--- src/hw/la_config.svh ---
`ifndef LA_CONFIG_SVH
`define LA_CONFIG_SVH

// Capture geometry
`define LA_NUM_LANES          9
`define LA_NUM_GROUPS         4
`define LA_SYNC_STAGES        2

// Register map
`define LA_REG_GROUP          4'd0
`define LA_REG_TRIGGER        4'd1
`define LA_REG_DEPTH_LO       4'd2
`define LA_REG_DEPTH_HI       4'd3
`define LA_REG_DOWNSAMPLE_LO  4'd4
`define LA_REG_DOWNSAMPLE_HI  4'd5
`define LA_REG_ARM            4'd6
`define LA_REG_MANUAL         4'd7
`define LA_REG_STATUS         4'd8

// Trigger byte fields
`define LA_TRIG_GROUP_MSB     5
`define LA_TRIG_GROUP_LSB     4
`define LA_TRIG_LANE_MSB      3
`define LA_TRIG_LANE_LSB      0
`define LA_TRIG_INVERT        7

`endif

--- src/hw/la_pkg.sv ---
`include "la_config.svh"

package la_pkg;

   // Register port
   typedef logic [3:0] reg_addr_t;
   typedef logic [7:0] reg_data_t;

   // Probe group, 4..7 give the fixed pattern
   typedef logic [2:0] group_sel_t;

   typedef logic [7:0]  trig_sel_t;   // Group, lane and invert fields
   typedef logic [15:0] count16_t;    // Depth and downsample

   // Group g sits at bits 9g+8..9g
   typedef logic [`LA_NUM_GROUPS*`LA_NUM_LANES-1:0] probe_bus_t;

   // Older sample in the upper bit
   typedef logic [1:0] lane_hist_t;

   // Lane i at bits 2i+1..2i
   typedef logic [2*`LA_NUM_LANES-1:0] sample_word_t;

   // Four-phase handshake
   typedef enum logic [1:0] {
      IDLE,
      ACK,
      WAIT_REQ_LOW
   } hs_state_t;

endpackage

--- src/hw/la_if.sv ---
`timescale 1ns/1ps

// Configuration from the register block to the capture path
interface la_cfg_if;

   la_pkg::group_sel_t group;        // Lane source group
   la_pkg::trig_sel_t  trig_sel;     // Trigger group, lane, invert
   la_pkg::count16_t   depth;        // Strobes per capture
   la_pkg::count16_t   downsample;   // Strobe period minus one
   logic               arm;
   logic               manual;       // Forces trigger source high

   // Register block owns every field
   modport regs (
      output group,
      output trig_sel,
      output depth,
      output downsample,
      output arm,
      output manual
   );

   modport trig (
      input trig_sel,
      input arm,
      input manual
   );

   modport ctrl (
      input depth,
      input downsample
   );

endinterface

--- src/hw/la_regs.sv ---
`timescale 1ns/1ps
`include "la_config.svh"

module la_regs (
   input  logic              observer_clk,
   input  logic              reset,
   input  logic              reg_req,
   input  logic              reg_we,
   input  la_pkg::reg_addr_t reg_addr,
   input  la_pkg::reg_data_t reg_wdata,
   output logic              reg_ack,
   output la_pkg::reg_data_t reg_rdata,
   la_cfg_if.regs            cfg,
   input  logic              capturing,
   input  logic              capture_start,
   input  logic              overflow,
   output logic              arm_write
);

   la_pkg::hs_state_t state;
   la_pkg::reg_data_t read_mux;
   logic              do_access;

   // One access per request, taken on the first edge that sees req
   assign do_access = (state == la_pkg::IDLE) && reg_req;

   always_comb begin
      case (reg_addr)
         `LA_REG_GROUP:         read_mux = {5'b0, cfg.group};
         `LA_REG_TRIGGER:       read_mux = cfg.trig_sel;
         `LA_REG_DEPTH_LO:      read_mux = cfg.depth[7:0];
         `LA_REG_DEPTH_HI:      read_mux = cfg.depth[15:8];
         `LA_REG_DOWNSAMPLE_LO: read_mux = cfg.downsample[7:0];
         `LA_REG_DOWNSAMPLE_HI: read_mux = cfg.downsample[15:8];
         `LA_REG_ARM:           read_mux = {7'b0, cfg.arm};
         `LA_REG_MANUAL:        read_mux = {7'b0, cfg.manual};
         `LA_REG_STATUS:        read_mux = {5'b0, cfg.arm, overflow, capturing};
         default:               read_mux = '0;
      endcase
   end

   // Request/acknowledge sequencing
   always_ff @(posedge observer_clk) begin
      if (reset) begin
         state   <= la_pkg::IDLE;
         reg_ack <= 1'b0;
      end else begin
         case (state)
            la_pkg::IDLE: begin
               if (reg_req) begin
                  reg_ack <= 1'b1;
                  state   <= la_pkg::ACK;
               end
            end
            default: begin
               if (!reg_req) begin   // Master has seen the ack
                  reg_ack <= 1'b0;
                  state   <= la_pkg::IDLE;
               end
            end
         endcase
      end
   end

   always_ff @(posedge observer_clk) begin
      if (do_access && !reg_we)
         reg_rdata <= read_mux;
   end

   always_ff @(posedge observer_clk) begin
      if (reset) begin
         cfg.group      <= '0;
         cfg.trig_sel   <= '0;
         cfg.depth      <= '0;
         cfg.downsample <= '0;
         cfg.arm        <= 1'b0;
         cfg.manual     <= 1'b0;
         arm_write      <= 1'b0;
      end else begin
         arm_write <= 1'b0;
         if (capture_start)
            cfg.arm <= 1'b0;        // One capture per arm
         if (do_access && reg_we) begin
            case (reg_addr)
               `LA_REG_GROUP:         cfg.group <= reg_wdata[2:0];
               `LA_REG_TRIGGER:       cfg.trig_sel <= reg_wdata;
               `LA_REG_DEPTH_LO:      cfg.depth[7:0] <= reg_wdata;
               `LA_REG_DEPTH_HI:      cfg.depth[15:8] <= reg_wdata;
               `LA_REG_DOWNSAMPLE_LO: cfg.downsample[7:0] <= reg_wdata;
               `LA_REG_DOWNSAMPLE_HI: cfg.downsample[15:8] <= reg_wdata;
               `LA_REG_ARM: begin
                  cfg.arm   <= reg_wdata[0];
                  arm_write <= reg_wdata[0];   // Clears overflow
               end
               `LA_REG_MANUAL:        cfg.manual <= reg_wdata[0];
               default: ;                      // Status is read only
            endcase
         end
      end
   end

endmodule

--- src/hw/la_trigger.sv ---
`timescale 1ns/1ps
`include "la_config.svh"

module la_trigger (
   input  logic               observer_clk,
   input  logic               reset,
   input  la_pkg::probe_bus_t probes,
   la_cfg_if.trig             cfg,
   input  logic               capturing,
   output logic               capture_start
);

   logic [1:0]                 trig_group;
   logic [3:0]                 trig_lane;
   logic                       probe_bit;
   logic                       trig_src;
   logic [`LA_SYNC_STAGES-1:0] sync_pipe;
   logic                       sync_prev;   // Edge register

   assign trig_group = cfg.trig_sel[`LA_TRIG_GROUP_MSB:`LA_TRIG_GROUP_LSB];
   assign trig_lane  = cfg.trig_sel[`LA_TRIG_LANE_MSB:`LA_TRIG_LANE_LSB];

   always_comb begin
      if (trig_lane < `LA_NUM_LANES)
         probe_bit = probes[int'(trig_group) * `LA_NUM_LANES + int'(trig_lane)];
      else
         probe_bit = 1'b0;   // Lanes 9..15 do not exist
   end

   // Polarity first, then manual on top
   assign trig_src = (probe_bit ^ cfg.trig_sel[`LA_TRIG_INVERT]) | cfg.manual;

   always_ff @(posedge observer_clk) begin
      if (reset) begin
         sync_pipe     <= '0;
         sync_prev     <= 1'b0;
         capture_start <= 1'b0;
      end else begin
         sync_pipe <= {sync_pipe[`LA_SYNC_STAGES-2:0], trig_src};
         sync_prev <= sync_pipe[`LA_SYNC_STAGES-1];

         // Rising edge, armed, and no capture already running
         capture_start <= sync_pipe[`LA_SYNC_STAGES-1] & ~sync_prev
                          & cfg.arm & ~capturing;
      end
   end

endmodule

--- src/hw/la_capture_ctrl.sv ---
`timescale 1ns/1ps

module la_capture_ctrl (
   input  logic   observer_clk,
   input  logic   reset,
   input  logic   capture_start,
   la_cfg_if.ctrl cfg,
   output logic   capturing,
   output logic   sample_strobe,
   output logic   word_strobe
);

   la_pkg::count16_t ds_count;       // Cycles since last strobe
   la_pkg::count16_t strobe_count;   // Strobes so far in this capture
   logic             pair_phase;     // High on every second strobe
   logic             last_strobe;

   // Plain decimation, one strobe every downsample+1 cycles
   assign sample_strobe = capturing && (ds_count == cfg.downsample);

   // A zero depth still takes one strobe
   assign last_strobe = (strobe_count == cfg.depth - 16'd1) || (cfg.depth == '0);

   always_ff @(posedge observer_clk) begin
      if (reset) begin
         capturing    <= 1'b0;
         ds_count     <= '0;
         strobe_count <= '0;
         pair_phase   <= 1'b0;
         word_strobe  <= 1'b0;
      end else begin
         // Lanes have shifted by the time this is seen
         word_strobe <= sample_strobe && pair_phase;

         if (capture_start) begin
            capturing    <= 1'b1;
            ds_count     <= '0;
            strobe_count <= '0;
            pair_phase   <= 1'b0;
         end else if (capturing) begin
            if (sample_strobe) begin
               ds_count     <= '0;
               strobe_count <= strobe_count + 16'd1;
               pair_phase   <= ~pair_phase;
               if (last_strobe)
                  capturing <= 1'b0;
            end else begin
               ds_count <= ds_count + 16'd1;
            end
         end
      end
   end

endmodule

--- src/hw/la_lane.sv ---
`timescale 1ns/1ps
`include "la_config.svh"

module la_lane #(
   parameter int LANE = 0
) (
   input  logic               observer_clk,
   input  logic               reset,
   input  la_pkg::group_sel_t group,
   input  la_pkg::probe_bus_t probes,
   input  logic               sample_strobe,
   output la_pkg::lane_hist_t hist
);

   logic lane_src;

   // Source bit registered every cycle, strobe or not
   always_ff @(posedge observer_clk) begin
      if (group < `LA_NUM_GROUPS)
         lane_src <= probes[int'(group) * `LA_NUM_LANES + LANE];
      else
         lane_src <= (LANE % 2 == 0);   // Pattern, 1 on even lanes
   end

   always_ff @(posedge observer_clk) begin
      if (reset)
         hist <= '0;
      else if (sample_strobe)
         hist <= {hist[0], lane_src};   // Older sample moves up
   end

endmodule

--- src/hw/la_word_writer.sv ---
`timescale 1ns/1ps

module la_word_writer (
   input  logic                 observer_clk,
   input  logic                 reset,
   input  logic                 word_strobe,
   input  la_pkg::sample_word_t lane_hists,
   input  logic                 arm_write,
   output logic                 word_req,
   output la_pkg::sample_word_t word_data,
   input  logic                 word_ack,
   output logic                 overflow
);

   la_pkg::hs_state_t state;
   logic              port_busy;

   // Port is free only with both req and ack low
   assign port_busy = word_req || word_ack;

   // Word held for the whole handshake
   always_ff @(posedge observer_clk) begin
      if (word_strobe && !port_busy)
         word_data <= lane_hists;
   end

   always_ff @(posedge observer_clk) begin
      if (reset) begin
         state    <= la_pkg::IDLE;
         word_req <= 1'b0;
      end else if (word_strobe && !port_busy) begin
         word_req <= 1'b1;
         state    <= la_pkg::ACK;       // Wait for the sink's ack
      end else begin
         case (state)
            la_pkg::ACK: begin
               if (word_ack) begin
                  word_req <= 1'b0;
                  state    <= la_pkg::WAIT_REQ_LOW;
               end
            end
            la_pkg::WAIT_REQ_LOW: begin
               if (!word_ack)            // Sink saw req low
                  state <= la_pkg::IDLE;
            end
            default: ;
         endcase
      end
   end

   // Sampling never stalls, so a busy port drops the word
   always_ff @(posedge observer_clk) begin
      if (reset)
         overflow <= 1'b0;
      else if (word_strobe && port_busy)
         overflow <= 1'b1;
      else if (arm_write)
         overflow <= 1'b0;
   end

endmodule

--- src/hw/la_top.sv ---
`timescale 1ns/1ps
`include "la_config.svh"

module la_top (
   input  logic                     observer_clk,
   input  logic                     reset,
   input  logic [`LA_NUM_LANES-1:0] probe_a,
   input  logic [`LA_NUM_LANES-1:0] probe_b,
   input  logic [`LA_NUM_LANES-1:0] probe_c,
   input  logic [`LA_NUM_LANES-1:0] probe_d,
   input  logic                     reg_req,
   input  logic                     reg_we,
   input  la_pkg::reg_addr_t        reg_addr,
   input  la_pkg::reg_data_t        reg_wdata,
   output logic                     reg_ack,
   output la_pkg::reg_data_t        reg_rdata,
   output logic                     word_req,
   output la_pkg::sample_word_t     word_data,
   input  logic                     word_ack
);

   la_pkg::probe_bus_t   probes;
   la_pkg::sample_word_t lane_hists;
   logic                 capturing;
   logic                 capture_start;
   logic                 sample_strobe;
   logic                 word_strobe;
   logic                 overflow;
   logic                 arm_write;

   la_cfg_if cfg_if ();

   assign probes = {probe_d, probe_c, probe_b, probe_a};   // Group 0 in the low bits

   la_regs la_regs_inst (
      .observer_clk  (observer_clk),
      .reset         (reset),
      .reg_req       (reg_req),
      .reg_we        (reg_we),
      .reg_addr      (reg_addr),
      .reg_wdata     (reg_wdata),
      .reg_ack       (reg_ack),
      .reg_rdata     (reg_rdata),
      .cfg           (cfg_if.regs),
      .capturing     (capturing),
      .capture_start (capture_start),
      .overflow      (overflow),
      .arm_write     (arm_write)
   );

   la_trigger la_trigger_inst (
      .observer_clk  (observer_clk),
      .reset         (reset),
      .probes        (probes),
      .cfg           (cfg_if.trig),
      .capturing     (capturing),
      .capture_start (capture_start)
   );

   la_capture_ctrl la_capture_ctrl_inst (
      .observer_clk  (observer_clk),
      .reset         (reset),
      .capture_start (capture_start),
      .cfg           (cfg_if.ctrl),
      .capturing     (capturing),
      .sample_strobe (sample_strobe),
      .word_strobe   (word_strobe)
   );

   for (genvar i = 0; i < `LA_NUM_LANES; i++) begin : g_lane
      la_lane #(
         .LANE (i)
      ) la_lane_inst (
         .observer_clk  (observer_clk),
         .reset         (reset),
         .group         (cfg_if.group),
         .probes        (probes),
         .sample_strobe (sample_strobe),
         .hist          (lane_hists[2*i +: 2])
      );
   end

   la_word_writer la_word_writer_inst (
      .observer_clk (observer_clk),
      .reset        (reset),
      .word_strobe  (word_strobe),
      .lane_hists   (lane_hists),
      .arm_write    (arm_write),
      .word_req     (word_req),
      .word_data    (word_data),
      .word_ack     (word_ack),
      .overflow     (overflow)
   );

endmodule

--- config.mk ---
export PLATFORM = sky130hd
export DESIGN_NAME = la_top
export DESIGN_NICKNAME = d
export VERILOG_FILES = /design/src/hw/la_pkg.sv /design/src/hw/la_if.sv /design/src/hw/la_regs.sv /design/src/hw/la_trigger.sv /design/src/hw/la_capture_ctrl.sv /design/src/hw/la_lane.sv /design/src/hw/la_word_writer.sv /design/src/hw/la_top.sv
export VERILOG_INCLUDE_DIRS = /design/src /design/src/hw
export SDC_FILE = /design/constraint.sdc
export NUM_CORES = 1
export LEC_CHECK = 0
export ABC_AREA = 1
export BUFFER_PORTS_ARGS = -buffer_cell sky130_fd_sc_hd__buf_2
export CORE_MARGIN = 2
export CORE_UTILIZATION = 40
export DETAILED_ROUTE_END_ITERATION = 7
export GPL_TIMING_DRIVEN = 0
export PLACE_DENSITY_LB_ADDON = 0.15
export SKIP_CTS_REPAIR_TIMING = 1
export SLEW_MARGIN = 5
export SYNTH_ARGS = -nofsm -noshare
export SYNTH_HDL_FRONTEND = slang
export SYNTH_SLANG_ARGS = --single-unit
export TNS_END_PERCENT = 20
--- constraint.sdc ---
create_clock -name observer_clk -period 4.05 [get_ports observer_clk]
set_clock_uncertainty 0.15 [all_clocks]
set_input_delay 0.2025 -clock observer_clk [delete_from_list [all_inputs] [get_ports observer_clk]]
set_output_delay 0.2025 -clock observer_clk [all_outputs]
set_load 0.05 [all_outputs]
After elaboration in Yosys (flattened, before gate mapping)
Index checks and enable logic that the tools add are counted.
{ "op_classes": {"eq_ne": 18, "mul": 2, "order_cmp": 12, "add_sub_neg": 12, "bitwise": 10, "muxes": 55, "n_reduce_logical": 34} }
{ "ops": {"columns": ["cell", "count"], "rows": [
  ["32-bit by 8-bit less-than comparator with 1-bit output (second input constant)", 10],
  ["32-bit by 4-bit adder with 32-bit output (second input constant)", 4],
  ["8-bit case mux with 9 select lines", 1],
  ["32-bit by 3-bit adder with 32-bit output (second input constant)", 2],
  ["1-bit binary-select mux with 6-bit select", 10],
  ["1-bit two-way mux", 37],
  ["16-bit by 1-bit adder with 16-bit output (second input constant)", 2],
  ["32-bit by 2-bit adder with 32-bit output (second input constant)", 1],
  ["32-bit by 5-bit adder with 32-bit output", 1],
  ["32-bit by 5-bit adder with 32-bit output (second input constant)", 1],
  ["16-bit == test", 2],
  ["2-bit AND reduction", 10],
  ["4-bit by 3-bit == test with 1-bit output (second input constant)", 4],
  ["16-bit zero test", 1],
  ["16-bit two-way mux", 1],
  ["16-bit by 1-bit subtractor with 16-bit output (second input constant)", 1],
  ["2-bit two-way mux", 5],
  ["4-bit by 2-bit == test with 1-bit output (second input constant)", 2],
  ["2-bit nonzero test", 4],
  ["1-bit logical AND", 7],
  ["3-bit by 4-bit multiplier with 7-bit output (second input constant)", 1],
  ["2-bit by 4-bit multiplier with 6-bit output (second input constant)", 1],
  ["2-bit != test (second input constant)", 3],
  ["3-bit by 2-bit != test with 1-bit output (second input constant)", 2],
  ["20 further kinds", 30]
]} }
{ "totals": {"register_bits": 145, "output_inout_bits": 28, "input_bits": 53, "word_cells": 186} }

Logic depth before layout (Yosys ltp)
Gate-level depths: netlist (run 1).
{ "logic_depth": {"depth_word": 8, "ltp_mapped": 15, "ltp_nobuf": 15} }

By module
A second synthesis (run 1) with hierarchy kept.
{ "hier_totals": {"hier_cells": 1925, "hier_area_um2": 11589.9} }
{ "by_module_without_submodules": {"columns": ["module", "seq_area_each_um2", "n_inst", "cells_each", "area_per_inst_um2"], "rows": [
  ["la_capture_ctrl", 700.7, 1, 514, 2952.8],
  ["la_regs", 1181.1, 1, 348, 2513.7],
  ["la_trigger", 80.1, 1, 139, 753.2],
  ["la_lane (g_lane[5].la_lane_inst)", 60.1, 1, 141, 730.7],
  ["la_lane (g_lane[3].la_lane_inst)", 60.1, 1, 133, 708.2],
  ["la_word_writer", 620.6, 1, 41, 706.9],
  ["la_lane (g_lane[7].la_lane_inst)", 60.1, 1, 130, 681.9],
  ["la_lane (g_lane[1].la_lane_inst)", 60.1, 1, 132, 628.1],
  ["la_lane (g_lane[2].la_lane_inst)", 60.1, 1, 112, 600.6],
  ["la_lane (g_lane[6].la_lane_inst)", 60.1, 1, 103, 589.3],
  ["la_lane (g_lane[4].la_lane_inst)", 60.1, 1, 69, 354.1],
  ["la_lane (g_lane[8].la_lane_inst)", 60.1, 1, 42, 237.7],
  ["la_lane (g_lane[0].la_lane_inst)", 60.1, 1, 21, 132.6]
]} }

Worst setup path after synthesis (run 1)
OpenSTA, ideal clock, no wires.
{ "synth_path": {"path_type": "register to register", "from": "register la_regs_inst.cfg.group[0]", "to": "register g_lane[5].la_lane_inst.lane_src", "setup_time_ns": 0.115, "path_buffers": 4, "setup_slack_ns": 1.530, "period_less_slack_ns": 2.520, "arrival_time_ns": 2.254, "required_time_ns": 3.785, "path_stages_with_launch": 13, "cell_sequence": "dfxtp_1 inv_2 buf_2 clkbuf_1 ha_1 buf_2 clkbuf_1 mux2i_1 nor3_1 a21oi_1 a21oi_1 o21ai_0 inv_1"} }
{ "synth_via": {"elab_chain_len": 5, "word_cells_on_any_way": 6, "cone_classes": "1 x add/sub; 1 x mul; 1 x order compare; 3 x mux"} }
{ "synth_rtl": {"columns": ["item", "line", "rtl"], "rows": [
  ["start: declaration", "la_if.sv:15", "output group,"],
  ["start signal: assignment", "la_regs.sv:85", "`LA_REG_GROUP: cfg.group <= reg_wdata[2:0];"],
  ["3-bit by 4-bit multiplier with 7-bit output (no source line)", null, null],
  ["32-bit by 4-bit adder with 32-bit output", "la_lane.sv:20", "lane_src <= probes[int'(group) * `LA_NUM_LANES + LANE];"],
  ["1-bit binary-select mux with 6-bit select", "la_lane.sv:20", null],
  ["1-bit two-way mux (2 in a row)", "la_lane.sv:20", null],
  ["end signal: assignment", "la_lane.sv:20", null],
  ["end signal: assignment", "la_lane.sv:22", "lane_src <= (LANE % 2 == 0);"],
  ["end: declaration", "la_lane.sv:15", "logic lane_src;"]
]} }
Parallel ways exist; a longest one is shown, timed or not. The select of a mux whose other input is x is not followed.
A chain may end at the register's enable or synchronous reset.

Final worst setup path (run 1)
Ends and elaborated chain as after synthesis.

==> run_results.csv, run 1 <==
group,metric,value,unit
place,gp_congestion,0.941,
global_route,grt_pass1_wl,44000,um
cells_and_area,area_delta_synth_final,15.6,%
clocking,cts_max_path_buffers,2,
routing,postRouteAntennaNets,0,
die,io_pins,81,
setup_path,crit_path_end_kind,"register",
clocking,htree_levels,4,
timing,whs,-0.0153,ns
clocking,clk_pin_slew,0.06,ns
logic_synthesis,synth_cell_types,53,
global_route,gr-total-overflow,0,
setup_path,reg2reg_setup_slack,0.72,ns
setup_path,critical_path.slowest_cell,"dfxtp_1",
setup_path,cp-start-kind,"register",
die,num_rows,54,
clocking,root_buffer,"clkbuf_16",
logic_synthesis,seq_area_frac_synth,34.9,%
timing,hold_viol,2,
cells_and_area,postLayoutCoreUtil,47.3,%
clocking,cts_tree,"yes",
global_route,antenna_found_initial,0,
cells_and_area,final_common_cell,"nand2_1",
logic_synthesis,ys_top_cells_by_area,"dfxtp_1 (26%), nand2_1 (13%), edfxtp_1 (8.7%)",
timing,fmax,300,MHz
setup_path,r2r_end,"g_lane[5].la_lane_inst.lane_src$_SDFF_PP0_",
place,placedCellCount,1682,
timing,tightest_slew,0.954,ns
logic_synthesis,synthCells,1322,
setup_path,r2r_start,"la_regs_inst.cfg.group[0]$_SDFFE_PP0P_",
worst_hold_path,min_path_type,"in -> reg",
timing,layout_setup_ws,0.722,ns
timing,final.setup.tns,0,ns
pwr,peakVddDrop,250,uV
place,portBuffers,80,
logic_synthesis,synthesis.nets,1399,
global_route,grt_pass1_vias,8014,
global_route,grt_util_all_layers,23.3,%
die,die_w,154,um
pwr,p_per_area,350,mW/mm2
timing,rsz0062_at_grt,"false",
setup_path,worstSetupStartpoint,"la_regs_inst.cfg.group[0]$_SDFFE_PP0P_",
pwr,power.leakage,4.38,nW
logic_synthesis,yosysTopAreaCellShare,26.2,%
clocking,clk_latency,0.42,ns
logic_synthesis,yosysWarnings,0,
setup_path,crit_chain,"inv_2 > buf_2 > clkbuf_1 > ha_1 > buf_2 > clkbuf_1 > mux2i_1 > nor3_1 > a21oi_1 > a21oi_1 > o21ai_0 > inv_1",
clocking,cts_sinks,143,
cells_and_area,layout_common_cells,"nand2_1 (309), inv_1 (165), o21ai_0 (136)",
global_route,grt_max_degree,20,
outcome,violations,"hold timing",
timing,finalSetupViolations,0,
routing,via_per_inst,5.30,
setup_path,cp-endpoint,"g_lane[5].la_lane_inst.lane_src$_SDFF_PP0_",
setup_path,crit_path_max_incr_delay,0.51,ns
routing,wl_per_cell,16.3,um
cells_and_area,final_area,0.0103,mm2
setup_path,required,4.20,ns
setup_path,rr_worst_depth,12,
routing,drc,0,
setup_path,crit_type,"reg -> reg",
routing,first_pass_iters,6,
routing,drt-total-wl,28000,um
place,post-place-ws,0.810,ns
logic_synthesis,syn_area,0.00895,mm2
timing,slew_viol_final,0,
place,dpl.hpwl,22000,um
die,die_area,0.0236,mm2
routing,drt_iter0_drc,805,
timing,fin_crit_sh,82.2,%
cells_and_area,diodes,0,
logic_synthesis,synth_top_cell_by_area,"dfxtp_1",
pwr,total_power,3.62,mW
routing,via_count,9089,
logic_synthesis,ys_ff_latch,143,
cells_and_area,final_cells,1715,
cells_and_area,layout.nets,1499,
die,chipHeight,154,um
run,drv_cap,0,
die,start_util,40.9,%
timing,final.min_clock_period,3.33,ns
setup_path,crit_fanout,10,
die,core_region_area,0.0219,mm2
logic_synthesis,synth_area_per_cell,6.77,um2
timing,max_slew_margin,36.2,%
place,place_area,0.00970,mm2
setup_path,crit_arrival,3.48,ns
cells_and_area,drive_above_1_share,11.1,%
outcome,outcome,"complete, but fails checks",
clocking,cts_made_buffers,17,
## synth_stat cells (all sizes together)
library cell / count
o211a: 1
o22ai: 11
xor2: 35
fa: 1
a221oi: 2
nand3: 80
mux2i: 7
a31oi: 1
inv: 172
o31ai: 3
a2111oi: 1
o221ai: 5
o2111ai: 2
nor4: 6
nor3: 31
ha: 23
o21ai: 142
a211oi: 3
o311ai: 1
nand2: 310
clkinv: 3
o21a: 1
nor2: 107
edfxtp: 26
xnor2: 10
clkbuf: 15
a2111o: 1
o32ai: 1
nand4: 18
buf: 32
o211ai: 15
nor3b: 2
a21oi: 128
a31o: 1
or2: 2
dfxtp: 117
nand3b: 6
## critical path: cells and delay by family, from the launching register on
kind                       cells  cell delay (ns)
adders and majority gates      1             0.35
DFF                            1             0.51
and+or+nand+nor                1             0.08
buffers and inverters          6             1.24
muxes                          1             0.42
AOI/OAI and AO/OA              3             0.44
## final cells by class
cell class	count	area [um2]
clock buffers	26	543
inverters	175	658
repair buffers	81	410
plain buffers	47	253
well taps	280	350
multi-input cells	957	4910
flip-flops and latches	143	3120
clock inverters	6	91.3
fillers	2293	11500
## routing by layer
metal  part of all wire (%)  global-route usage (%)  wire length, um  vias up
li1                       -                       -                -     4599
met1                     50                    36.2            14000     4135
met2                     43                    34.5            11900      337
met3                    6.6                    3.13             1840       18
met4                   0.85                    4.63              239        0
met5                      0                       0                0        -
## cells by family (layout without fill, tap and decap cells)
logic type / count (synthesis) / in the layout / share of synthesized area (%)
AND/OR/NAND/NOR: 562 / 562 / 26.6
buffers and inverters: 222 / 335 / 10.2
adder cells (fa/ha/maj): 24 / 24 / 3.44
multiplexers: 7 / 7 / 0.783
XOR/XNOR: 45 / 45 / 4.78
AO/OA/AOI/OAI: 319 / 319 / 19.3
flip-flops: 143 / 143 / 34.9
## worst min-delay path by stage
stage,start,endpoint,slack (ns),cells past startpoint
after global routing,reg_wdata[4],la_regs_inst.cfg.depth[4]$_SDFFE_PP0P_,0.006,3
after CTS,reset,la_word_writer_inst.state[1]$_SDFFE_PP0P_,-0.1,2
after floorplan,reset,la_word_writer_inst.state[1]$_SDFFE_PP0P_,0.14,1
after detailed placement,la_trigger_inst.sync_prev$_SDFF_PP0_,la_trigger_inst.capture_start$_SDFF_PP0_,0.24,1
after global placement,la_trigger_inst.sync_prev$_SDFF_PP0_,la_trigger_inst.capture_start$_SDFF_PP0_,0.23,1
final,word_ack,la_word_writer_inst.word_req$_SDFFE_PP0P_,-0.02,4
## sequential cells by signal (all words and copies together) (netlist names), 8 cells and up
signal / flops
g_lane.la_lane_inst.hist: 18
g_lane.la_lane_inst.lane_src: 9
la_capture_ctrl_inst.ds_count: 16
la_capture_ctrl_inst.strobe_count: 16
la_regs_inst.cfg.depth: 16
la_regs_inst.cfg.downsample: 16
la_regs_inst.cfg.trig_sel: 8
la_regs_inst.reg_rdata: 8
la_word_writer_inst.word_data: 18
## power by group
part | internal (mW) | switching, mW | total, mW
clock | 1.06 | 0.626 | 1.68
sequential | 1.48 | 0.0202 | 1.50
combinational | 0.134 | 0.305 | 0.439
total | 2.67 | 0.951 | 3.62
Note: power is estimated with default switching activity, not from simulation.
==> run 2, diff against run 1 <==
Settings changed: ABC_AREA 1 to 0.
Clock period 4.05 ns to 2.9 ns, I/O delays scaled along.
==> run 2 against run 1 <==
The flow finishes with violations (setup timing). Sequential share of layout area up 0.18 points. Global-route usage is 2.2 points lower. Register-to-register slack worse by 0.79 ns. Fmax increased by 12%. Clock power is 36% higher. Largest power group unchanged. Highest routed layer unchanged.
==> run_results.csv, run 2 <==
group,metric,value,unit
logic_synthesis,ys_ff_latch,143,
cells_and_area,reg.largest.list,"g_lane.la_lane_inst.hist: 18 flops, la_word_writer_inst.word_data: 18 flops",
die,core_region_area,0.0210,mm2
logic_synthesis,seq_area_frac_synth,36.7,%
setup_path,crit_fanout,5,
place,portBuffers,78,
logic_synthesis,synthFlopType,"dfxtp_1",
pwr,seqPwrFrac,42.8,%
timing,hold_viol,0,
clocking,cts_max_path_buffers,2,
clocking,cts_tree,"yes",
setup_path,r2r_start,"la_regs_inst.cfg.trig_sel[0]$_SDFFE_PP0P_",
clocking,clk_latency,0.42,ns
logic_synthesis,synthArstFlopShare,0,%
routing,drt-total-wl,23200,um
die,die_w,150,um
clocking,clk_pin_slew,0.07,ns
clocking,cts_sinks,143,
cells_and_area,drive_above_1_share,24.6,%
timing,finalSetupViolations,1,
global_route,grt_max_degree,20,
place,gp_congestion,0.903,
worst_hold_path,min_path_type,"in -> reg",
die,chipHeight,150,um
die,num_rows,53,
clocking,htree_levels,4,
pwr,internal-power,3.64,mW
pwr,power.share.switching,24.7,%
logic_synthesis,synth_commonest_cells,"dfxtp_1 (117), nor2_1 (100), nand2_1 (93)",
routing,via_count,6984,
routing,postRouteAntennaNets,0,
clocking,root_buffer,"clkbuf_16",
global_route,grt_pass1_wl,36500,um
timing,slew_viol_final,0,
global_route,gr-total-overflow,0,
timing,rsz0062_at_grt,"true",
cells_and_area,layout_common_cells,"dfxtp_1 (113), nor2_1 (100), nand2_1 (93)",
routing,wl_per_cell,18.5,um
timing,fin_crit_sh,102,%
setup_path,reg2reg_setup_slack,-0.07,ns
logic_synthesis,yosysTopAreaCellShare,27.5,%
setup_path,cp-start-kind,"register",
logic_synthesis,synth_area_per_cell,10.1,um2
die,start_util,40.6,%
logic_synthesis,synth_cell_types,70,
routing,drt_iter0_drc,528,
cells_and_area,final_common_cell,"dfxtp_1",
place,post-place-ws,-0.597,ns
logic_synthesis,ys_top_cells_by_area,"dfxtp_1 (28%), mux4_2 (14%), edfxtp_1 (9.2%)",
pwr,power.leakage,3.74,nW
run,drv_cap,0,
logic_synthesis,synth.most_common_cell,"dfxtp_1",
logic_synthesis,synthCells,841,
setup_path,cp-endpoint,"la_trigger_inst.sync_pipe[0]$_SDFF_PP0_",
cells_and_area,layout.nets,1044,
logic_synthesis,yosysWarnings,0,
global_route,grt_util_all_layers,21.2,%
logic_synthesis,synth_edf_count,26,
pwr,peakVddDrop,368,uV
routing,drc,0,
place,place_area,0.00933,mm2
timing,tightest_slew,1.27,ns
timing,layout_setup_ws,-0.0673,ns
logic_synthesis,synth_top_cell_by_area,"dfxtp_1",
global_route,antenna_found_initial,0,
setup_path,crit_type,"reg -> reg",
setup_path,crit_arrival,3.10,ns
routing,via_per_inst,5.56,
pwr,combPwrFrac,10.1,%
timing,final.min_clock_period,2.97,ns
timing,max_slew_margin,14.9,%
logic_synthesis,synthesis.nets,918,
setup_path,rr_worst_depth,9,
timing,fmax,337,MHz
logic_synthesis,syn_area,0.00851,mm2
outcome,outcome,"complete, but fails checks",
pwr,clkPwrFrac,47.1,%
setup_path,crit_path_end_kind,"register",
setup_path,required,3.03,ns
clocking,cts_made_buffers,17,
die,die_area,0.0224,mm2
place,dpl.hpwl,17800,um
pwr,p_sw,1.20,mW
setup_path,r2r_end,"la_trigger_inst.sync_pipe[0]$_SDFF_PP0_",
outcome,violations,"setup timing",
global_route,grt_pass1_vias,6494,
die,io_pins,81,
pwr,p_per_area,469,mW/mm2
setup_path,worstSetupStartpoint,"la_regs_inst.cfg.trig_sel[0]$_SDFFE_PP0P_",
cells_and_area,final_area,0.0103,mm2
cells_and_area,area_delta_synth_final,21.5,%
cells_and_area,diodes,0,
routing,first_pass_iters,6,
## run 2: worst min-delay path by stage
| stage | from | to | depth (start not counted) |
|---|---|---|---|
| after global routing | reg_we | la_regs_inst.reg_rdata[1]$_DFFE_PP_ | 2 |
| after detailed placement | reset | la_regs_inst.arm_write$_SDFF_PP0_ | 2 |
| after global placement | reset | la_regs_inst.arm_write$_SDFF_PP0_ | 2 |
| final | reg_we | la_regs_inst.reg_rdata[1]$_DFFE_PP_ | 2 |
| after floorplan | reset | la_regs_inst.arm_write$_SDFF_PP0_ | 1 |
| after CTS | reset | la_regs_inst.arm_write$_SDFF_PP0_ | 2 |
## run 2: cell type report
cell class	instances	area, um2
Clock buffer	18	439
Clock inverter	14	178
Buffer	47	300
Fill cell	1999	10600
Timing Repair Buffer	109	678
Sequential cell	143	3140
Inverter	15	63.8
Multi-Input combinational cell	634	5190
Tap cell	275	344
## run 2: metrics by stage
step	util, %	hold slack, ns	instances	power (mW)	setup TNS (ns)
after floorplan	-	0.0803	841	2.41	-0.168
after global placement	44.4	0.264	1194	2.58	-2.61
after detailed placement	44.5	0.253	1195	2.58	-2.52
after CTS	47.5	-0.186	1227	4.85	-2.59
after global routing	49.3	0.0854	1255	5.01	-0.341
final	49.3	0.0805	1255	4.84	-0.0673
## run 2: cell families after synthesis
family          count (synthesis)  synth area share (%)
simple gates                  310                  17.9
xor+xnor                       76                  7.83
fa+ha+maj                      24                  3.62
flops                         143                  36.7
buf+inv                        64                  3.37
mux                           118                  22.5
compound gates                106                  8.14
## run 2: power by group through the flow
stage / Sequential, mW / Clock [mW] / Combinational (mW)
after detailed placement: 2.12 / 0 / 0.465
final: 2.07 / 2.28 / 0.491
after floorplan: 2.17 / 0 / 0.244
after global placement: 2.12 / 0 / 0.462
after CTS: 2.07 / 2.31 / 0.466
after global routing: 2.07 / 2.41 / 0.525
## run 2: worst max-delay path, stage by stage (launching register included)
cell	delay [ns]
dfxtp_4	0.36
ha_4	0.17
fa_2	0.63
clkbuf_16	0.18
mux4_2	0.29
mux4_2	0.52
o21ai_2	0.09
a31oi_2	0.15
xnor2_2	0.21
a21oi_1	0.08
## run 2: layer usage
metal  wire length [um]  vias to the layer above  GRT usage, %
li1                   -                     3351             -
met1              11100                     3383          31.7
met2              10400                      224          31.9
met3               1220                       26          3.20
met4                430                        0          5.33
met5                  0                        -             0
